## src/include/qc_settings.svh

```systemverilog
`ifndef QC_SETTINGS_SVH
`define QC_SETTINGS_SVH

////////////////////////////////////////
// Data path widths
////////////////////////////////////////

// Monitor input and Q-control output
`define QC_SAMPLE_W    16
// Signed loop gain
`define QC_GAIN_W      16

////////////////////////////////////////
// Delay line and scaling
////////////////////////////////////////

// log2 of delay memory depth, 8192 words
`define QC_PHASE_LEN2  13
// Input cycles per stored sample
`define QC_DECIM       4
// Lowest product bit kept in output
`define QC_OUT_SHIFT   13

`endif

```

## src/source/qc_pkg.sv

```systemverilog
`include "qc_settings.svh"

package qc_pkg;

    ////////////////////////////////////////
    // Q-control data types
    ////////////////////////////////////////

    // Monitor sample, also the stored word
    typedef logic signed [`QC_SAMPLE_W-1:0] sample_t;

    // Loop gain, two's complement
    typedef logic signed [`QC_GAIN_W-1:0] gain_t;

    // Delay memory address and write pointer
    // Wraps naturally at the memory depth
    typedef logic [`QC_PHASE_LEN2-1:0] phase_addr_t;

    // Full gain x sample product
    // 16 x 16 signed fits exactly in 32 bits
    typedef logic signed [31:0] product_t;

endpackage

```

## src/source/qc_mem_if.sv

```systemverilog
`timescale 1ns/100ps

interface qc_mem_if
    import qc_pkg::*;
();

    ////////////////////////////////////////
    // One requester's memory port
    ////////////////////////////////////////

    // Request, held until granted
    logic        req;
    // Accepted this cycle
    logic        grant;
    // High for write, low for read
    logic        we;
    phase_addr_t addr;
    sample_t     wdata;
    // Valid one cycle after a granted read
    sample_t     rdata;

    // Side issuing accesses
    modport requester (
        output req,
        output we,
        output addr,
        output wdata,
        input  grant,
        input  rdata
    );

    // Side serving accesses
    modport arbiter (
        input  req,
        input  we,
        input  addr,
        input  wdata,
        output grant,
        output rdata
    );

endinterface

```

## src/source/delay_mem_arbiter.sv

```systemverilog
`timescale 1ns/100ps

module delay_mem_arbiter
    import qc_pkg::*;
(
    input logic          a_clk,
    input logic          rst_n,
    qc_mem_if.arbiter    wr_port,
    qc_mem_if.arbiter    rd_port,
    qc_mem_if.requester  ram_port
);

    // Reader won the previous cycle's read
    logic rd_owner;
    // Reader takes precedence
    logic rd_sel;

    assign rd_sel = rd_port.req;

    ////////////////////////////////////////
    // Fixed priority grant
    ////////////////////////////////////////

    // Reader whenever it asks
    assign rd_port.grant = rd_port.req & ram_port.grant;
    // Writer only on a free slot
    assign wr_port.grant = wr_port.req & ~rd_sel & ram_port.grant;

    ////////////////////////////////////////
    // Winner's fields to the RAM
    ////////////////////////////////////////
    assign ram_port.req   = rd_port.req | wr_port.req;
    assign ram_port.we    = rd_sel ? rd_port.we    : wr_port.we;
    assign ram_port.addr  = rd_sel ? rd_port.addr  : wr_port.addr;
    assign ram_port.wdata = rd_sel ? rd_port.wdata : wr_port.wdata;

    ////////////////////////////////////////
    // Read data return
    ////////////////////////////////////////

    // Track who owned the last granted read
    // Data comes back one cycle later
    always_ff @(posedge a_clk)
    begin
        if (!rst_n)
        begin
            rd_owner <= 1'b0;
        end
        else if (ram_port.req && ram_port.grant && !ram_port.we)
        begin
            rd_owner <= rd_sel;
        end
    end

    // Steer data to its owner, zero to the other
    assign rd_port.rdata = rd_owner ? ram_port.rdata : '0;
    assign wr_port.rdata = rd_owner ? '0 : ram_port.rdata;

endmodule

```

## src/flat_wrapper.sv

```systemverilog
// flat-port wrapper written by rule: the top's interface ports become plain ports
module delay_mem_arbiter_flat import qc_pkg::*;
  (a_clk, rst_n, wr_port_req, wr_port_we, wr_port_addr, wr_port_wdata, wr_port_grant, wr_port_rdata, rd_port_req, rd_port_we, rd_port_addr, rd_port_wdata, rd_port_grant, rd_port_rdata, ram_port_req, ram_port_we, ram_port_addr, ram_port_wdata, ram_port_grant, ram_port_rdata);
  qc_mem_if wr_port_i ();
  qc_mem_if rd_port_i ();
  qc_mem_if ram_port_i ();
  input logic a_clk;
  input logic rst_n;
  input wire logic [$bits(wr_port_i.req)-1:0] wr_port_req;
  input wire logic [$bits(wr_port_i.we)-1:0] wr_port_we;
  input wire logic [$bits(wr_port_i.addr)-1:0] wr_port_addr;
  input wire logic [$bits(wr_port_i.wdata)-1:0] wr_port_wdata;
  output wire logic [$bits(wr_port_i.grant)-1:0] wr_port_grant;
  output wire logic [$bits(wr_port_i.rdata)-1:0] wr_port_rdata;
  input wire logic [$bits(rd_port_i.req)-1:0] rd_port_req;
  input wire logic [$bits(rd_port_i.we)-1:0] rd_port_we;
  input wire logic [$bits(rd_port_i.addr)-1:0] rd_port_addr;
  input wire logic [$bits(rd_port_i.wdata)-1:0] rd_port_wdata;
  output wire logic [$bits(rd_port_i.grant)-1:0] rd_port_grant;
  output wire logic [$bits(rd_port_i.rdata)-1:0] rd_port_rdata;
  output wire logic [$bits(ram_port_i.req)-1:0] ram_port_req;
  output wire logic [$bits(ram_port_i.we)-1:0] ram_port_we;
  output wire logic [$bits(ram_port_i.addr)-1:0] ram_port_addr;
  output wire logic [$bits(ram_port_i.wdata)-1:0] ram_port_wdata;
  input wire logic [$bits(ram_port_i.grant)-1:0] ram_port_grant;
  input wire logic [$bits(ram_port_i.rdata)-1:0] ram_port_rdata;
  assign wr_port_i.req = wr_port_req;
  assign wr_port_i.we = wr_port_we;
  assign wr_port_i.addr = wr_port_addr;
  assign wr_port_i.wdata = wr_port_wdata;
  assign wr_port_grant = wr_port_i.grant;
  assign wr_port_rdata = wr_port_i.rdata;
  assign rd_port_i.req = rd_port_req;
  assign rd_port_i.we = rd_port_we;
  assign rd_port_i.addr = rd_port_addr;
  assign rd_port_i.wdata = rd_port_wdata;
  assign rd_port_grant = rd_port_i.grant;
  assign rd_port_rdata = rd_port_i.rdata;
  assign ram_port_req = ram_port_i.req;
  assign ram_port_we = ram_port_i.we;
  assign ram_port_addr = ram_port_i.addr;
  assign ram_port_wdata = ram_port_i.wdata;
  assign ram_port_i.grant = ram_port_grant;
  assign ram_port_i.rdata = ram_port_rdata;
  delay_mem_arbiter u_core (.a_clk(a_clk), .rst_n(rst_n), .wr_port(wr_port_i), .rd_port(rd_port_i), .ram_port(ram_port_i));
endmodule
```

## config.mk

```make
export PLATFORM = sky130hd
export DESIGN_NAME = delay_mem_arbiter_flat
export DESIGN_NICKNAME = d
export VERILOG_FILES = /design/src/source/qc_pkg.sv /design/src/source/qc_mem_if.sv /design/src/source/delay_mem_arbiter.sv /design/src/flat_wrapper.sv
export VERILOG_INCLUDE_DIRS = /design/src /design/src/include
export SDC_FILE = /design/constraint.sdc
export NUM_CORES = 1
export LEC_CHECK = 0
export BUFFER_PORTS_ARGS = -buffer_cell sky130_fd_sc_hd__buf_2
export CAP_MARGIN = 10
export CELL_PAD_IN_SITES_DETAIL_PLACEMENT = 0
export CELL_PAD_IN_SITES_GLOBAL_PLACEMENT = 1
export CORE_ASPECT_RATIO = 1.1
export CORE_MARGIN = 10
export CORE_UTILIZATION = 16
export CTS_BUF_LIST = sky130_fd_sc_hd__clkbuf_8
export CTS_CLUSTER_SIZE = 25
export DETAILED_ROUTE_END_ITERATION = 16
export HOLD_SLACK_MARGIN = 0.02
export PLACE_DENSITY_LB_ADDON = 0.1
export REMOVE_ABC_BUFFERS = 1
export SLEW_MARGIN = 10
export SYNTH_ARGS = -nofsm -noshare
export SYNTH_HDL_FRONTEND = slang
export SYNTH_SLANG_ARGS = --single-unit
```

## constraint.sdc

```tcl
create_clock -name a_clk -period 1.1 [get_ports a_clk]
set_input_delay 0.165 -clock a_clk [delete_from_list [all_inputs] [get_ports a_clk]]
set_output_delay 0.165 -clock a_clk [all_outputs]
set_load 0.02 [all_outputs]
```

==> PnR_summary.wiki, run 1 <==
{| class="wikitable"
! Metric !! Value
|-
| Pin count of the biggest net entering global routing || 33
|-
| Height of the chip || 94.0 um
|-
| Total cell area at the placement stage || 1580 um2
|-
| Synth cell types || 16
|-
| Proportion of layout cells with a drive suffix above 1 || 82.8%
|-
| GRT Total Usage || 8.53%
|-
| Placed Instances || 275
|-
| Antenna violations before repair || 1
|-
| Hold buffer count at cts || 0
|-
| Port Buf Inserts || 145
|-
| Leakage dissipation || 1.03 nW
|-
| Top fanout value on the critical path || 15
|-
| Number of filler cells placed in the layout || 505
|-
| Critical path data arrival time || 0.90 ns
|-
| Synth top area cells || sky130_fd_sc_hd__mux2_4, sky130_fd_sc_hd__and2_1, sky130_fd_sc_hd__nor2b_1, sky130_fd_sc_hd__and2b_1, sky130_fd_sc_hd__buf_12
|-
| Crit path required time || 0.94 ns
|-
| Final Hold Vio Count || 0
|-
| Core Region || 4720 um2
|-
| CP Class || input pin to output port
|-
| Max_cap viols || 0
|-
| Flip-flop count of the largest register, all copies and words added || 1
|-
| Pwr Total || 0.833 mW
|-
| R2R depth || 1
|-
| Clock-pin slew on the worst setup and hold paths || 0 ns
|-
| Setup TNS after final layout || 0 ns
|-
| Die outline width || 87.2 um
|-
| Count of pins over their slew limit || 0
|-
| Fin cells || 278
|-
| Ports placed on the boundary || 146
|-
| First-pass GRT wire length || 5910 um
|-
| Number of design-rule violations left by the first detailed-router iteration || 13
|-
| First-pass detailed-route iteration total || 4
|-
| Count of unresolved DRC violations after routing || 0
|-
| Total congestion overflow after global routing || 0
|-
| Transition at the pin with the smallest max-transition slack || 0.140 ns
|-
| Post-synthesis sequential area ratio || 2.52%
|-
| Maximum clock frequency || 0.939 GHz
|-
| Fraction of synthesized cell area taken by the top area cell type || 50.9%
|-
| Starting density of the core || 16.9%
|-
| Placer congestion estimate || 0.722
|-
| Reg with most FFs || u_core.rd_owner
|-
| Vias after detailed routing || 1,120
|-
| Launching element type of the critical path || input pin
|-
| Hold Worst Slack || 0.395 ns
|-
| Clk Latency, worst-skew pair || 0 ns
|-
| Mean instance size in the synthesized netlist || 10.3 um2
|-
| DIE AREA || 8200 um2
|-
| Number of nets in the layout || 304
|-
| Number of rows created at floorplan || 26
|-
| Final WS setup || 0.0349 ns
|-
| Cell count of the worst hold path || 2
|-
| Yosys warns || 0
|-
| Total setup violations reported at the end of the flow || 0
|-
| Detailed Route WL || 4240 um
|-
| Utilization after layout || 35.0%
|-
| Crit share post-route || 96.8%
|-
| Via-per-instance ratio || 4.03
|-
| Worst min-delay path class || input pin to flop
|-
| Gate Count Post-Synth || 77
|-
| Antenna-violating nets left || 0
|-
| Number of global-route vias before repair || 1,225
|-
| Time the final worst path needs with I/O delays and setup || 1.07 ns
|-
| Total power density per cell area || 504 nW/um2
|-
| Setup repair after global routing missed its margin || no
|-
| Final instance area || 1650 um2
|-
| Outcome || completed
|-
| Biggest area consumer among synthesized cells || sky130_fd_sc_hd__mux2_4
|-
| CP endpoint kind || output port
|-
| Maximum resistive drop on vdd || 0.000198 V
|-
| Post-synth design cell area || 796 um2
|-
| Post-DP HPWL || 3850 um
|-
| Worst-case headroom to the max-slew limit || 90.7%
|-
| Area added between synthesis and finish || 108%
|-
| Worst slack at placement || -0.0689 ns
|-
| Regs by FF count || u_core.rd_owner x1
|-
| Yosys reg bits || 1
|-
| Detail-routed net length per standard cell || 15.3 um
|-
| Worst Clk Skew || 0 ns
|}
cell families after synthesis:
group	share of synthesized area, %
AND/OR/NAND/NOR	31.3
AO/OA/AOI/OAI	1.26
flip-flops	2.52
buffers and inverters	9.75
multiplexers	55.2
layout make-up:
cell class	count	area [um2]	share of cell area, %
diodes	1	2.50	0.151
multi-input cells	69	698	42.2
well taps	56	70.1	4.24
flip-flops and latches	1	21.3	1.29
repair buffers	151	861	52.1
worst paths after layout:
| path | startpoint | end | slack (ns) |
|---|---|---|---|
| setup / recovery | rd_port_req | ram_port_addr[2] | 0.03 |
| hold / removal | rst_n | u_core.rd_owner | 0.40 |
| setup reg to reg | u_core.rd_owner | u_core.rd_owner | 0.42 |
| hold reg to reg | u_core.rd_owner | u_core.rd_owner | 0.58 |
cells in the final DEF, fill, tap and decap left out:
master	n
sky130_fd_sc_hd__buf_2	142
sky130_fd_sc_hd__mux2_4	27
sky130_fd_sc_hd__and2_1	17
sky130_fd_sc_hd__nor2b_1	9
sky130_fd_sc_hd__and2b_1	7
sky130_fd_sc_hd__mux2_2	3
sky130_fd_sc_hd__buf_4	3
sky130_fd_sc_hd__buf_12	3
sky130_fd_sc_hd__diode_2	1
sky130_fd_sc_hd__or2_2	1
sky130_fd_sc_hd__nand2_1	1
sky130_fd_sc_hd__nor2_1	1
sky130_fd_sc_hd__and3b_1	1
sky130_fd_sc_hd__nand4bb_1	1
sky130_fd_sc_hd__o211a_1	1
sky130_fd_sc_hd__buf_16	1
sky130_fd_sc_hd__clkbuf_16	1
sky130_fd_sc_hd__buf_8	1
sky130_fd_sc_hd__dfxtp_2	1
timing repair:
action | 4_1_cts | 5_1_grt
resized for setup | 3 | 4
setup endpoints to repair | 28 | 6
cloned | 1 | 1
setup buffers | 0 | 0
hold endpoints to repair | 0 | 0
pin swaps | 0 | 0
worst max-delay path, cell delays in order:
cell and delay (ns):
sky130_fd_sc_hd__buf_8 0.11, sky130_fd_sc_hd__buf_12 0.15, sky130_fd_sc_hd__mux2_4 0.30, sky130_fd_sc_hd__buf_4 0.16
report_power, final:
part / leakage (nW) / total, mW / switching, mW / internal, mW
clock network: 0.00000634 / 0.000000122 / 0 / 0.000000122
logic: 1.02 / 0.790 / 0.385 / 0.405
registers: 0.00860 / 0.0431 / 0.00374 / 0.0394
Yosys cell counts:
| library cell | count |
|---|---|
| sky130_fd_sc_hd__nor2_1 | 1 |
| sky130_fd_sc_hd__nor2b_1 | 9 |
| sky130_fd_sc_hd__nand2_1 | 1 |
| sky130_fd_sc_hd__nand4bb_1 | 1 |
| sky130_fd_sc_hd__mux2_4 | 27 |
| sky130_fd_sc_hd__and2b_1 | 7 |
| sky130_fd_sc_hd__dfxtp_1 | 1 |
| sky130_fd_sc_hd__o211a_1 | 1 |
| sky130_fd_sc_hd__clkbuf_1 | 3 |
| sky130_fd_sc_hd__mux2_2 | 3 |
| sky130_fd_sc_hd__buf_8 | 1 |
| sky130_fd_sc_hd__and2_1 | 17 |
| sky130_fd_sc_hd__buf_6 | 1 |
| sky130_fd_sc_hd__and3b_1 | 1 |
| sky130_fd_sc_hd__buf_12 | 2 |
| sky130_fd_sc_hd__or2_2 | 1 |
metal layers:
metal / vias up / GRT usage, % / wire length (um)
met3: 2 / 7.29 / 920
met1: 470 / 6.66 / 1190
met5: - / 0 / 0
li1: 552 / - / -
met2: 96 / 15.8 / 2110
met4: 0 / 1.20 / 24
Power figures use the tool's default switching activity.
==> inputs of run 2 (changes only) <==
CORE_UTILIZATION = 15   (was 16)
CTS_BUF_LIST = not set   (was sky130_fd_sc_hd__clkbuf_8)
==> run 2 against run 1 <==
  * Sequential share of layout area fell by 0.078 points
  * Flip-flop and latch count did not move
  * Worst setup slack worse by 0.0020 ns
  * Die area rose by 5.2%
  * Cell area grew 0.23%
  * Via count is 1.2% lower
  * Combinational power is 0.8% higher
  * Final cell count grew 0.36%
  * First-iteration DRC count up 7.7%
  * Power grew 0.49%
  * Global-route usage about the same
  * Critical endpoint is now ram_port_wdata[15]
==> PnR_summary.wiki, run 2 (same netlist as run 1, synthesis figures left out) <==
{| class="wikitable"
! Metric !! Value
|-
| Pwr Total || 0.837 mW
|-
| Total congestion overflow after global routing || 0
|-
| Fin cells || 279
|-
| R2R depth || 2
|-
| GRT met2 Usage || 15.9%
|-
| Setup slack of the worst register-to-register path || 0.31 ns
|-
| Setup repair after global routing missed its margin || no
|-
| Via-per-instance ratio || 3.97
|-
| Total setup violations reported at the end of the flow || 0
|-
| Leakage dissipation || 1.04 nW
|-
| Cell type of the slowest stage on the worst timing path || sky130_fd_sc_hd__mux2_2
|-
| Final Hold Vio Count || 0
|-
| Regs by FF count || u_core.rd_owner x1
|-
| Maximum clock frequency || 0.937 GHz
|-
| Area added between synthesis and finish || 108%
|-
| Detail-routed net length per standard cell || 15.1 um
|-
| Number of global-route vias before repair || 1,184
|-
| Number of rows created at floorplan || 27
|-
| Outcome || completed
|-
| Count of pins over their slew limit || 0
|-
| Number of design-rule violations left by the first detailed-router iteration || 14
|-
| Pin count of the biggest net entering global routing || 30
|-
| Detailed Route WL || 4200 um
|-
| Peak-usage layer in the global routing report || met2
|-
| Reg with most FFs || u_core.rd_owner
|-
| Worst Clk Skew || 0 ns
|-
| Vias after detailed routing || 1,107
|-
| Transition at the pin with the smallest max-transition slack || 0.126 ns
|-
| Worst setup path start || rd_port_req
|-
| Largest delay contributor family on the critical path || buffers and inverters
|-
| Proportion of layout cells with a drive suffix above 1 || 82.4%
|-
| CP peak stage delay || 0.33 ns
|-
| Hold Worst Slack || 0.392 ns
|-
| Register Area || 20.0 um2
|-
| Worst flop-to-flop path startpoint || u_core.rd_owner
|-
| Reg2Reg Capture Point || u_core.rd_owner
|-
| CP endpoint kind || output port
|-
| Total cell area at the placement stage || 1600 um2
|-
| Height of the chip || 96.4 um
|-
| Commonest non-fill, non-tap cell in the layout || sky130_fd_sc_hd__buf_2
|-
| Core Region || 5070 um2
|-
| Number of nets in the layout || 304
|-
| Maximum resistive drop on vdd || 0.000213 V
|-
| Final instance area || 1660 um2
|-
| Critical path data arrival time || 0.90 ns
|-
| Launching element type of the critical path || input pin
|-
| Placed Instances || 278
|-
| Ports placed on the boundary || 146
|-
| Clock-pin slew on the worst setup and hold paths || 0 ns
|-
| Flip-flop count of the largest register, all copies and words added || 1
|-
| Worst-case headroom to the max-slew limit || 91.6%
|-
| Antenna violations before repair || 1
|-
| Cell with the most instances on the worst path || sky130_fd_sc_hd__buf_12
|-
| Clk Latency, worst-skew pair || 0 ns
|-
| Time the final worst path needs with I/O delays and setup || 1.07 ns
|-
| Fraction of met3 tracks used by global routing || 7.20%
|-
| Footprint of the multi-input gates || 698 um2
|-
| Met1 routing resource usage after global routing || 7.10%
|-
| Crit-path cells || buf_12 > buf_12 > mux2_2 > buf_2
|-
| Worst min-delay path class || input pin to flop
|-
| DIE AREA || 8620 um2
|-
| First-pass GRT wire length || 5950 um
|-
| Total stage count of the critical path || 4
|-
| First-pass detailed-route iteration total || 2
|-
| Highest-count cells in the layout ignoring fill and taps || sky130_fd_sc_hd__buf_2, sky130_fd_sc_hd__mux2_4, sky130_fd_sc_hd__and2_1, sky130_fd_sc_hd__nor2b_1, sky130_fd_sc_hd__and2b_1
|-
| Placer congestion estimate || 0.666
|-
| Top fanout value on the critical path || 10
|-
| # diodes || 0
|-
| Die outline width || 89.4 um
|-
| Termination of the worst setup path || ram_port_wdata[15]
|-
| Antenna-violating nets left || 0
|-
| Total power density per cell area || 505 nW/um2
|-
| Port Buf Inserts || 145
|-
| CP bufs+invs || 3
|-
| Starting density of the core || 15.7%
|-
| Crit path required time || 0.94 ns
|-
| Number of filler cells placed in the layout || 561
|-
| Crit share post-route || 97.0%
|-
| Max_cap viols || 0
|-
| GRT Total Usage || 8.50%
|-
| CP Class || input pin to output port
|-
| Count of unresolved DRC violations after routing || 0
|-
| Source of the worst hold timing path || rst_n
|}
run 2: where the power goes:
| part | internal [mW] | switching [mW] | total (mW) |
|---|---|---|---|
| clock | 0 | 0 | 0 |
| combinational | 0.409 | 0.387 | 0.796 |
| sequential | 0.0389 | 0.00177 | 0.0407 |
run 2: final cells by class:
type,instances,share of cell area [%]
sequential,1,1.21
tap,58,4.38
multi-input combinational,69,42.1
timing repair buffer,151,52.3
run 2: worst min-delay path by stage:
| stage | cells after the start | end |
|---|---|---|
| 2_1_floorplan | 1 | u_core.rd_owner |
| 3_3_place_gp | 2 | u_core.rd_owner |
| 3_5_place_dp | 2 | u_core.rd_owner |
| 4_1_cts | 2 | u_core.rd_owner |
| 5_1_grt | 2 | u_core.rd_owner |
| 6_report | 2 | u_core.rd_owner |
run 2: worst reg2reg max path, cell delays in order (launching register included):
cell	delay, ns
sky130_fd_sc_hd__dfxtp_1	0.31
sky130_fd_sc_hd__buf_12	0.16
sky130_fd_sc_hd__o211a_1	0.21
run 2: per-layer routing:
layer | share of wire [%] | wire (um) | vias up
li1 | - | - | 554
met1 | 31 | 1300 | 449
met2 | 45 | 1900 | 100
met3 | 24 | 991 | 2
met4 | 0.048 | 2 | 2
met5 | 0.26 | 11 | -
run 2: through the flow:
stage,setup slack (ns),util (%),TNS [ns]
floorplan,-0.0399,-,-0.867
global placement,-0.0936,31.7,-1.52
detailed placement,-0.0915,31.7,-1.43
CTS,0.00155,32.5,0
global route,0.00988,32.7,0
finish,0.0328,32.7,0
run 2: timing repair:
action,CTS,global route
gates cloned,1,0
setup buffers,0,0
endpoints found under the setup margin,31,3
hold buffers,0,0
gates resized for setup,7,2
==> inputs of run 3 (changes only) <==
ABC_AREA = 1   (was not set)
CORE_UTILIZATION = 12   (was 15)
PLACE_DENSITY_LB_ADDON = 0.12   (was 0.1)
==> run 3 against run 2 <==
  * Flip-flop and latch count unchanged
  * Sequential power is essentially flat
  * Fmax is 6.9% higher
  * Worst setup slack better by 0.069 ns
  * Area after synthesis fell by 7.4%
  * Combinational power is 9.5% lower
  * Via count increased by 30%
  * Synthesized cell count up 140%
  * Critical endpoint is now ram_port_req
  * Largest cell class unchanged
  * Largest power group unchanged
==> PnR_summary.wiki, run 3 <==
{| class="wikitable"
! Metric !! Value
|-
| Final WS setup || 0.102 ns
|-
| Worst flop-to-flop path startpoint || u_core.rd_owner
|-
| Pwr Total || 0.760 mW
|-
| Detail-routed net length per standard cell || 11.6 um
|-
| Core Region || 5880 um2
|-
| Setup slack of the worst register-to-register path || 0.50 ns
|-
| Hold Worst Slack || 0.400 ns
|-
| Total setup violations reported at the end of the flow || 0
|-
| GRT Total Usage || 8.60%
|-
| Worst-case headroom to the max-slew limit || 89.6%
|-
| Total power density per cell area || 483 nW/um2
|-
| Crit share post-route || 90.8%
|-
| Synth top area cells || sky130_fd_sc_hd__nand2_1, sky130_fd_sc_hd__inv_1, sky130_fd_sc_hd__nor2_1, sky130_fd_sc_hd__buf_2, sky130_fd_sc_hd__buf_6
|-
| # diodes || 0
|-
| Flip-flop count of the largest register, all copies and words added || 1
|-
| Port Buf Inserts || 145
|-
| Pin count of the biggest net entering global routing || 33
|-
| Starting density of the core || 12.5%
|-
| Number of nets in the layout || 407
|-
| Count of pins over their slew limit || 0
|-
| Post-synthesis async set-or-reset flop share || 0%
|-
| Number of design-rule violations left by the first detailed-router iteration || 33
|-
| Reg2Reg Capture Point || u_core.rd_owner
|-
| Cell count of the worst hold path || 3
|-
| Reg with most FFs || u_core.rd_owner
|-
| Worst hold endpoint || u_core.rd_owner
|-
| Post-CTS resize count || 0
|-
| Mean instance size in the synthesized netlist || 4.03 um2
|-
| Number of enable flip-flop cells after synthesis || 0
|-
| Launching element type of the critical path || input pin
|-
| Clock network fraction of total power || 0%
|-
| Outcome || completed
|-
| First-pass detailed-route iteration total || 4
|-
| Antenna-violating nets left || 0
|-
| Number of rows created at floorplan || 29
|-
| Source of the worst hold timing path || rst_n
|-
| Top fanout value on the critical path || 12
|-
| Vias after detailed routing || 1,434
|-
| Crit-path cells || buf_2 > buf_4 > nor2_1 > inv_1 > buf_2
|-
| CP bufs+invs || 4
|-
| Ports placed on the boundary || 146
|-
| CP endpoint kind || output port
|-
| DIE AREA || 9680 um2
|-
| Fin cells || 401
|-
| Placer congestion estimate || 0.700
|-
| Most common library cells after synthesis || sky130_fd_sc_hd__nand2_1, sky130_fd_sc_hd__inv_1, sky130_fd_sc_hd__nor2_1
|-
| Internal power contribution || 0.329 mW
|-
| Area added between synthesis and finish || 114%
|-
| Fraction of synthesized cell area taken by the top area cell type || 56.5%
|-
| Worst Clk Skew || 0 ns
|-
| Post-synthesis sequential area ratio || 2.72%
|-
| Total cell area at the placement stage || 1580 um2
|-
| Part of the power in registers || 5.4%
|-
| Die outline width || 94.7 um
|-
| Highest-count cells in the layout ignoring fill and taps || sky130_fd_sc_hd__buf_2, sky130_fd_sc_hd__nand2_1, sky130_fd_sc_hd__inv_1, sky130_fd_sc_hd__nor2_1, sky130_fd_sc_hd__buf_4
|-
| Total congestion overflow after global routing || 0
|-
| Antenna violations before repair || 0
|-
| Largest delay contributor family on the critical path || buffers and inverters
|-
| Transition at the pin with the smallest max-transition slack || 0.155 ns
|-
| Worst min-delay path class || input pin to flop
|-
| Placed Instances || 401
|-
| Dominant synthesized flop cell || sky130_fd_sc_hd__dfxtp_1
|-
| Height of the chip || 102 um
|-
| Most instantiated library cell after synthesis || sky130_fd_sc_hd__nand2_1
|-
| Yosys reg bits || 1
|-
| Final Hold Vio Count || 0
|-
| Setup repair after global routing missed its margin || no
|-
| Gate Count Post-Synth || 183
|-
| Time the final worst path needs with I/O delays and setup || 0.998 ns
|-
| First-pass GRT wire length || 7050 um
|-
| Post-DP HPWL || 4330 um
|-
| Maximum clock frequency || 1.00 GHz
|-
| Detailed Route WL || 4650 um
|-
| Count of unresolved DRC violations after routing || 0
|-
| Maximum resistive drop on vdd || 0.000181 V
|-
| Leakage dissipation || 1.27 nW
|-
| Clk Latency, worst-skew pair || 0 ns
|-
| Hold buffer count at cts || 0
|-
| Switching Fraction || 56.8%
|-
| Post-synth design cell area || 737 um2
|-
| Post-CTS setup-driven buffer insertion count || 0
|-
| Clock-pin slew on the worst setup and hold paths || 0 ns
|-
| Number of global-route vias before repair || 1,476
|-
| Yosys warns || 0
|-
| Synth cell types || 8
|-
| Cell with the most instances on the worst path || sky130_fd_sc_hd__buf_2
|-
| Utilization after layout || 26.8%
|-
| CP peak stage delay || 0.17 ns
|-
| CP Class || input pin to output port
|-
| Worst slack at placement || 0.0912 ns
|-
| Commonest non-fill, non-tap cell in the layout || sky130_fd_sc_hd__buf_2
|-
| Cell type of the slowest stage on the worst timing path || sky130_fd_sc_hd__buf_4
|-
| Final instance area || 1580 um2
|-
| Power dissipated by switching net loads || 0.431 mW
|-
| Critical path data arrival time || 0.83 ns
|-
| Via-per-instance ratio || 3.58
|-
| Setup TNS after final layout || 0 ns
|-
| Max_cap viols || 0
|-
| Regs by FF count || u_core.rd_owner x1
|-
| R2R depth || 2
|-
| Biggest area consumer among synthesized cells || sky130_fd_sc_hd__nand2_1
|-
| Proportion of layout cells with a drive suffix above 1 || 47.2%
|-
| Part of the total power dissipated in combinational logic || 94.6%
|-
| Crit path required time || 0.94 ns
|}
run 3: changes by cell type after synthesis, sizes merged, moves of 3 or more:
cell / delta
nand2: +110
inv: +40
nor2: +18
nor2b: -9
and2: -17
and2b: -7
mux2: -30
clkbuf: -3
buf: +7
run 3: logic make-up (layout without fill, tap and decap cells):
family	Yosys count	count (layout)	synth area share, %
AO/OA/AOI/OAI	1	1	0.678
AND/OR/NAND/NOR	130	130	66.2
buffers and inverters	51	192	30.4
flip-flops	1	1	2.72
run 3: layout make-up:
type / instances / area [um2]
timing repair buffer: 152 / 816
inverter: 40 / 150
multi-input combinational: 131 / 493
sequential: 1 / 20.0
tap: 77 / 96.3
fill: 691 / 4300
run 3: metal layers:
layer	vias to the layer above	routed length [um]	global-route usage, %
met5	-	0	0
met4	0	0	0
met3	0	843	4.99
met2	92	2200	16.3
met1	557	1610	8.41
li1	785	-	-
run 3: worst max-delay path by stage:
stage               startpoint                end  cells past startpoint
2_1_floorplan  u_core.rd_owner   rd_port_rdata[0]                      2
3_3_place_gp       rd_port_req  ram_port_addr[12]                      6
3_5_place_dp       rd_port_req       ram_port_req                      5
4_1_cts            rd_port_req       ram_port_req                      5
5_1_grt            rd_port_req    u_core.rd_owner                      7
6_report           rd_port_req       ram_port_req                      5
run 3: power groups by stage:
| stage | Clock [mW] | Combinational (mW) | Sequential [mW] |
|---|---|---|---|
| global route | 0 | 0.805 | 0.0411 |
| detailed placement | 0 | 0.734 | 0.0406 |
| floorplan | 0 | 0.345 | 0.0496 |
| global placement | 0 | 0.741 | 0.0406 |
| CTS | 0 | 0.736 | 0.0407 |
| finish | 0 | 0.720 | 0.0407 |
run 3: worst register-to-register path: cells and delay by family, from the launching register on:
kind               cells  cell delay [ns]
DFF                    1             0.35
AOI/OAI and AO/OA      1             0.11
and+or+nand+nor        1             0.07
